## src/fir_ctrl_pkg.sv

```systemverilog
package fir_ctrl_pkg;

	localparam int taps = 8;

	// sample strobe to result_valid, in cycles.
	localparam int pipe_latency = 5;

	typedef logic [$clog2(taps)-1:0] tap_addr_t;

	typedef enum logic [1:0] {
		st_idle,
		st_fill,
		st_stream
	} seq_state_t;

endpackage

```

## src/fir_types_pkg.sv

```systemverilog
package fir_types_pkg;

	localparam int sample_w = 9;
	localparam int coef_w = 9;

	// full product width of one sample times one coefficient.
	localparam int prod_w = sample_w + coef_w;

	localparam int pair_w = prod_w + 1;
	localparam int quad_w = prod_w + 2;
	localparam int result_w = prod_w + 3;

	typedef logic signed [sample_w-1:0] sample_t;

	typedef logic signed [coef_w-1:0] coef_t;

	// sum of two products.
	typedef logic signed [pair_w-1:0] pair_sum_t;

	// sum of four products, one quad_mac.
	typedef logic signed [quad_w-1:0] quad_sum_t;

	// eight products, full precision.
	typedef logic signed [result_w-1:0] result_t;

endpackage
```

## src/tap_if.sv

```systemverilog
`timescale 1ns/1ps

interface tap_if import fir_types_pkg::*; ();

	sample_t taps [8]; // taps[0] is the newest sample.
	coef_t coefs [8];
	logic tag; // window behind these taps is valid.

	modport store (
		output taps,
		output coefs,
		output tag
	);

	modport mac (
		input taps,
		input coefs,
		input tag
	);

endinterface

```

## src/fir8_top.sv

```systemverilog
`timescale 1ns/1ps

module fir8_top
	import fir_types_pkg::*;
	import fir_ctrl_pkg::*;
(
	input logic clk,
	input logic areset,
	input logic sample_valid,
	input sample_t sample,
	input logic coef_we,
	input tap_addr_t coef_addr,
	input coef_t coef_data,
	input logic clear,
	output logic result_valid,
	output result_t result,
	output logic busy
);

	logic shift;
	logic flush;
	logic coef_load;
	logic sample_tag;
	logic line_full_next;

	tap_if tap_bus ();

	fir_sequencer seq0 (
		.clk (clk),
		.areset (areset),
		.sample_valid (sample_valid),
		.clear (clear),
		.coef_we (coef_we),
		.line_full_next (line_full_next),
		.shift (shift),
		.flush (flush),
		.coef_load (coef_load),
		.sample_tag (sample_tag),
		.busy (busy)
	);

	fill_counter cnt0 (
		.clk (clk),
		.areset (areset),
		.shift (shift),
		.flush (flush),
		.line_full_next (line_full_next)
	);

	tap_store store0 (
		.clk (clk),
		.areset (areset),
		.shift (shift),
		.flush (flush),
		.coef_load (coef_load),
		.sample_tag (sample_tag),
		.sample (sample),
		.coef_addr (coef_addr),
		.coef_data (coef_data),
		.st (tap_bus.store)
	);

	dot8_pipe pipe0 (
		.clk (clk),
		.areset (areset),
		.mac (tap_bus.mac),
		.result (result),
		.result_valid (result_valid)
	);

endmodule

```

## src/dot8_pipe.sv

```systemverilog
`timescale 1ns/1ps

module dot8_pipe import fir_types_pkg::*; (
	input logic clk,
	input logic areset,
	tap_if.mac mac,
	output result_t result,
	output logic result_valid
);

	quad_sum_t sum_lo;
	quad_sum_t sum_hi;
	logic [3:0] tag_q;

	quad_mac mac_lo (
		.clk (clk),
		.areset (areset),
		.a0 (mac.taps[0]),
		.a1 (mac.taps[1]),
		.a2 (mac.taps[2]),
		.a3 (mac.taps[3]),
		.b0 (mac.coefs[0]),
		.b1 (mac.coefs[1]),
		.b2 (mac.coefs[2]),
		.b3 (mac.coefs[3]),
		.sum (sum_lo)
	);

	quad_mac mac_hi (
		.clk (clk),
		.areset (areset),
		.a0 (mac.taps[4]),
		.a1 (mac.taps[5]),
		.a2 (mac.taps[6]),
		.a3 (mac.taps[7]),
		.b0 (mac.coefs[4]),
		.b1 (mac.coefs[5]),
		.b2 (mac.coefs[6]),
		.b3 (mac.coefs[7]),
		.sum (sum_hi)
	);

	always_ff @(posedge clk or posedge areset) begin
		if (areset) begin
			result <= '0;
			tag_q <= '0;
		end else begin
			result <= sum_lo + sum_hi;
			tag_q <= {tag_q[2:0], mac.tag}; // follows the three mac stages and the sum.
		end
	end

	assign result_valid = tag_q[3];

endmodule

```

## src/quad_mac.sv

```systemverilog
`timescale 1ns/1ps

module quad_mac import fir_types_pkg::*; (
	input logic clk,
	input logic areset,
	input sample_t a0,
	input sample_t a1,
	input sample_t a2,
	input sample_t a3,
	input coef_t b0,
	input coef_t b1,
	input coef_t b2,
	input coef_t b3,
	output quad_sum_t sum
);

	sample_t a0_q, a1_q, a2_q, a3_q;
	coef_t b0_q, b1_q, b2_q, b3_q;
	pair_sum_t p0;
	pair_sum_t p1;

	always_ff @(posedge clk or posedge areset) begin
		if (areset) begin
			a0_q <= '0;
			a1_q <= '0;
			a2_q <= '0;
			a3_q <= '0;
			b0_q <= '0;
			b1_q <= '0;
			b2_q <= '0;
			b3_q <= '0;
			p0 <= '0;
			p1 <= '0;
			sum <= '0;
		end else begin
			a0_q <= a0; // stage 1.
			a1_q <= a1;
			a2_q <= a2;
			a3_q <= a3;
			b0_q <= b0;
			b1_q <= b1;
			b2_q <= b2;
			b3_q <= b3;
			p0 <= a0_q * b0_q + a1_q * b1_q; // stage 2.
			p1 <= a2_q * b2_q + a3_q * b3_q;
			sum <= p0 + p1; // stage 3.
		end
	end

endmodule

```

## src/tap_store.sv

```systemverilog
`timescale 1ns/1ps

module tap_store
	import fir_types_pkg::*;
	import fir_ctrl_pkg::*;
(
	input logic clk,
	input logic areset,
	input logic shift,
	input logic flush,
	input logic coef_load,
	input logic sample_tag,
	input sample_t sample,
	input tap_addr_t coef_addr,
	input coef_t coef_data,
	tap_if.store st
);

	// delay line.
	always_ff @(posedge clk or posedge areset) begin
		if (areset) begin
			for (int i = 0; i < taps; i++) begin
				st.taps[i] <= '0;
			end
		end else if (flush) begin
			for (int i = 0; i < taps; i++) begin
				st.taps[i] <= '0;
			end
		end else if (shift) begin
			st.taps[0] <= sample;
			for (int i = 1; i < taps; i++) begin
				st.taps[i] <= st.taps[i-1];
			end
		end
	end

	// coefficient bank survives a clear.
	always_ff @(posedge clk or posedge areset) begin
		if (areset) begin
			for (int i = 0; i < taps; i++) begin
				st.coefs[i] <= '0;
			end
		end else if (coef_load) begin
			st.coefs[coef_addr] <= coef_data;
		end
	end

	always_ff @(posedge clk or posedge areset) begin
		if (areset) begin
			st.tag <= 1'b0;
		end else begin
			st.tag <= sample_tag; // same edge as the shift.
		end
	end

endmodule

```

## src/fill_counter.sv

```systemverilog
`timescale 1ns/1ps

module fill_counter import fir_ctrl_pkg::*; (
	input logic clk,
	input logic areset,
	input logic shift,
	input logic flush,
	output logic line_full_next
);

	localparam tap_addr_t max_count = tap_addr_t'(taps - 1);

	tap_addr_t count;

	assign line_full_next = (count == max_count); // next shift fills the line.

	always_ff @(posedge clk or posedge areset) begin
		if (areset) begin
			count <= '0;
		end else if (flush) begin
			count <= '0;
		end else if (shift && count != max_count) begin
			count <= count + 1'b1;
		end
	end

	// once full, the counter stays full until a clear.
	a_no_wrap: assert property (@(posedge clk) disable iff (areset)
		(count == max_count && !flush) |=> count == max_count);

endmodule

```

## src/fir_sequencer.sv

```systemverilog
`timescale 1ns/1ps

module fir_sequencer import fir_ctrl_pkg::*; (
	input logic clk,
	input logic areset,
	input logic sample_valid,
	input logic clear,
	input logic coef_we,
	input logic line_full_next,
	output logic shift,
	output logic flush,
	output logic coef_load,
	output logic sample_tag,
	output logic busy
);

	seq_state_t state;
	seq_state_t state_next;

	assign flush = clear;
	assign shift = sample_valid && !clear; // clear wins.
	assign coef_load = coef_we && !sample_valid && (state == st_idle);

	// this sample closes a full window.
	assign sample_tag = shift && (line_full_next || state == st_stream);

	assign busy = (state != st_idle);

	always_comb begin
		state_next = state;
		case (state)
			st_idle: begin
				if (shift) state_next = st_fill;
			end
			st_fill: begin
				if (shift && line_full_next) state_next = st_stream;
			end
			st_stream: begin
				state_next = st_stream;
			end
			default: begin
				state_next = st_idle;
			end
		endcase
		if (flush) state_next = st_idle;
	end

	always_ff @(posedge clk or posedge areset) begin
		if (areset) begin
			state <= st_idle;
		end else begin
			state <= state_next;
		end
	end

	// fill count and state agree, no full line while idle.
	a_full_not_idle: assert property (@(posedge clk) disable iff (areset)
		line_full_next |-> busy);

	// a tagged sample leaves the filter streaming.
	a_tag_streams: assert property (@(posedge clk) disable iff (areset)
		sample_tag |=> state == st_stream);

endmodule

```

## config.mk

```make
export PLATFORM = sky130hd
export DESIGN_NAME = fir8_top
export DESIGN_NICKNAME = d
export VERILOG_FILES = /design/src/fir_ctrl_pkg.sv /design/src/fir_types_pkg.sv /design/src/tap_if.sv /design/src/fir8_top.sv /design/src/dot8_pipe.sv /design/src/quad_mac.sv /design/src/tap_store.sv /design/src/fill_counter.sv /design/src/fir_sequencer.sv
export SDC_FILE = /design/constraint.sdc
export NUM_CORES = 2
export LEC_CHECK = 0
export BUFFER_PORTS_ARGS = -buffer_cell sky130_fd_sc_hd__buf_2
export CORE_ASPECT_RATIO = 1.4
export CORE_MARGIN = 2
export CORE_UTILIZATION = 30
export CTS_BUF_LIST = sky130_fd_sc_hd__clkbuf_4 sky130_fd_sc_hd__clkbuf_8
export CTS_CLUSTER_DIAMETER = 100
export DETAILED_ROUTE_END_ITERATION = 7
export GPL_TIMING_DRIVEN = 0
export PLACE_DENSITY = 0.52
export RECOVER_POWER = 25
export SLEW_MARGIN = 10
export SYNTH_ARGS = -nofsm -noshare
export SYNTH_HDL_FRONTEND = slang
export SYNTH_HIERARCHICAL = 1
export SYNTH_SLANG_ARGS = --single-unit
```

## constraint.sdc

```tcl
create_clock -name clk -period 5.8 [get_ports clk]
set_input_delay 0.58 -clock clk [delete_from_list [all_inputs] [get_ports clk]]
set_output_delay 0.58 -clock clk [all_outputs]
set_load 0.01 [all_outputs]
```

==> parameters.txt <==
Parameter                              Value

Routing
  Aggregate routed wire length    106000 µm
  Remaining number of nets flagged by the antenna check after routing    0
  Number of vias after detailed routing    26500
  First-pass detailed-route iteration total    7
  Detailed-route wire length per cell    18.1 µm
  Drt first-iter violations    1044
  Via density per instance    4.52
  DRC Markers    0

Global route
  Via count of the first global-routing pass    29700
  Pin count of the biggest net entering global routing    107
  Combined global-route utilization of all metal layers    0.156
  Number of antenna violations at the first check in global routing    11
  Remaining global-route overflow    0
  Global-route wire length before repair    169000 µm

Logic synthesis
  Distinct cells, synth    73
  Number of flip-flops and latches in the synthesized netlist    435
  Synth top cells by count    sky130_fd_sc_hd__fa_1, sky130_fd_sc_hd__inv_1, sky130_fd_sc_hd__dfrtp_1
  Seq/Total Area, Yosys    0.261
  Top-area cell type share of the netlist area    0.332
  Post-synthesis average cell area    11.1 µm²
  Gate Count Post-Synth    3759
  Post-synthesis instance area    0.0417 mm²
  Yosys warns    6
  Leading area contributor after synthesis    sky130_fd_sc_hd__fa_1
  Total nets after synthesis    4852
  Largest cells by area after synthesis    sky130_fd_sc_hd__fa_1, sky130_fd_sc_hd__dfrtp_1, sky130_fd_sc_hd__ha_1
  Top flip-flop cell by instance count after synthesis    sky130_fd_sc_hd__dfrtp_1
  Library cell with the highest instance count after synthesis    sky130_fd_sc_hd__fa_1
  Count of flip-flops with a built-in enable after synthesis    0
  Share of synthesized registers carrying an async set or reset    1.00

Min path
  Type of the worst min-delay path    primary input to flop

STA
  Max Transition Viols Final    73
  Min setup slack post-route    -0.238 ns
  Worst hold slack    0.0999 ns
  Worst Clk Skew    0.0543 ns
  Setup repair after global routing missed its margin    yes
  Worst-margin pin slew    2.10 ns
  Finish-stage setup viols    5
  Sum of negative setup slack    -0.681 ns
  Maximum frequency from static timing analysis    0.166 GHz
  Final period util    1.04
  Total count of hold-check failures in the final report    0
  Tmin final    6.04 ns
  Normalized max-slew margin    -0.409

Place
  Detailed-placement wirelength estimate    85200 µm
  Cell count after placement    5601
  Global placement routability congestion    0.840
  Placed cell area    0.0443 mm²
  Count of buffers from port buffering    45

Floorplan
  Horizontal die dimension    319 µm
  Std cell rows    161
  Area of the placeable core    0.138 mm²
  Area enclosed by the die boundary    0.142 mm²
  Die Height    445 µm
  Count of boundary I/O pins    49
  Starting density of the core    0.302

Critical path
  Endpoint kind of the worst setup timing path    flop
  Worst path required time    6.37 ns
  CP cell instances    clkbuf_8 > nand2_1 > fa_1 > inv_1 > fa_1 > inv_1 > fa_1 > inv_1 > fa_2 > fa_1 > fa_1 > fa_2 > ha_4 > or4_4 > o21ai_2 > o21ba_4 > a2111o_1 > a21oi_2 > o21ai_1 > xnor2_1
  Max stage delay cell, worst path    sky130_fd_sc_hd__fa_1
  Critical Path AT    6.61 ns
  Largest fanout on the critical path    9
  Delay of the slowest cell on the worst path    0.53 ns
  Register-to-register setup slack    -0.24 ns
  Crit path kind    flop to flop
  Launching element type of the critical path    flop
  Cell mode on critical path    sky130_fd_sc_hd__fa_1

Power
  Total power divided by cell area    435 mW/mm²
  Leak    24.5 nW
  Peak supply drop    0.594 mV

Outcome
  Outcome    finished, violations left
  Violations in the final reports    max-capacitance violations, max-slew violations, negative setup slack

Run
  Number of max-cap violations    2

Clocking
  Clock root buffer    sky130_fd_sc_hd__clkbuf_8
  Clock insertion delay at the later pin of the skew report    0.75 ns
  # H-tree levels    3
  Clock tree from TritonCTS    built
  Num Clock Sinks    435
  Clock-pin slew on the worst setup and hold paths    0.06 ns
  Maximum buffer depth of the clock tree    3
  Number of buffers created by CTS    76

Cells and area
  Area overhead of the layout relative to synthesis    16.3%
  Share of cells above drive strength 1    0.187
  Non-filler instance count after layout    5853
  Final design area excluding fillers    0.0485 mm²
  Final Util    0.352
  Nets    5088
-- layout by cell type (no fill, tap or decap), drive strengths merged, types with 55 or more instances in the layout --
cell type,synthesis,routed
ha,376,376
nand2,304,304
o21ai,55,55
mux2i,75,75
fa,691,691
dfrtp,435,435
nor2,181,181
buf,15,212
xnor2,110,110
a21oi,74,74
clkbuf,66,133
inv,678,679
and2,311,311
mux2,76,76
-- through the flow --
stage / setup slack [ns] / total power [W]
2_1_floorplan: -0.0537 / 0.0116
3_3_place_gp: -1.14 / 0.0153
3_5_place_dp: -0.971 / 0.0154
4_1_cts: -0.311 / 0.0206
5_1_grt: -0.500 / 0.0228
6_report: -0.238 / 0.0211
-- registers in the layout, summed over array words and instances (netlist names), 19 cells and up --
signal and flops:
pipe0/mac_hi/p0 19, store0/st.taps 72, pipe0/mac_hi/p1 19, pipe0/mac_lo/p1 19
pipe0/result 21, store0/st.coefs 72, pipe0/mac_lo/p0 19, pipe0/mac_hi/sum 20
pipe0/mac_lo/sum 20
-- power breakdown --
group          switching [W]  internal [W]
registers           0.000858       0.00400
logic                0.00711       0.00572
clock network        0.00137       0.00201
total                0.00934        0.0117
-- logic make-up after synthesis --
family / synth area share
xor+xnor: 0.0298
compound gates: 0.0454
simple gates: 0.111
fa+ha+maj: 0.445
buf+inv: 0.0691
mux: 0.0386
flops: 0.261
-- layer usage --
metal  vias to the layer above  track usage  wire (µm)
met5                         -            0         59
met4                         8       0.0657       4820
li1                      12100            -          -
met2                       337        0.308      59500
met1                     13800        0.167      38600
met3                       193       0.0172       3000
-- worst max-delay path, delay by kind of cell, from the launching register on --
kind | cells | cell delay (ns)
AO/OA/AOI/OAI | 5 | 0.89
XOR/XNOR | 1 | 0.12
adder cells (fa/ha/maj) | 8 | 3.59
buffers and inverters | 4 | 0.33
flip-flops | 1 | 0.34
AND/OR/NAND/NOR | 2 | 0.59
-- path summary, 6_finish.rpt --
kind	startpoint	endpoint	cells past startpoint
setup / recovery	pipe0/mac_lo/b3_q[0]	pipe0/mac_lo/p1[18]	20
hold / removal	sample[0]	store0/st.taps[63]	3
setup reg to reg	pipe0/mac_lo/b3_q[0]	pipe0/mac_lo/p1[18]	20
hold reg to reg	store0/st.tag	pipe0/tag_q[0]	0
max in group asynchronous	areset	store0/st.coefs[41]	4
min in group asynchronous	areset	seq0/state[1]	3
-- area by class of cell --
cell class / instances / area, µm²
clock buffer: 107 / 1390
sequential: 435 / 11000
antenna: 8 / 20.0
tap: 1793 / 2240
buffer: 37 / 190
inverter: 678 / 2550
multi-input combinational: 2565 / 29100
timing repair buffer: 202 / 1500
clock inverter: 28 / 448
fill: 13900 / 89300
-- repair_timing --
action	in CTS	in global routing
pin swaps	52	106
endpoints found under the setup margin	36	31
setup buffers	87	67
gates cloned	0	0
gates resized for setup	227	137
endpoints found under the hold margin	80	0
hold buffers	1	0
Power figures use the tool's default switching activity.
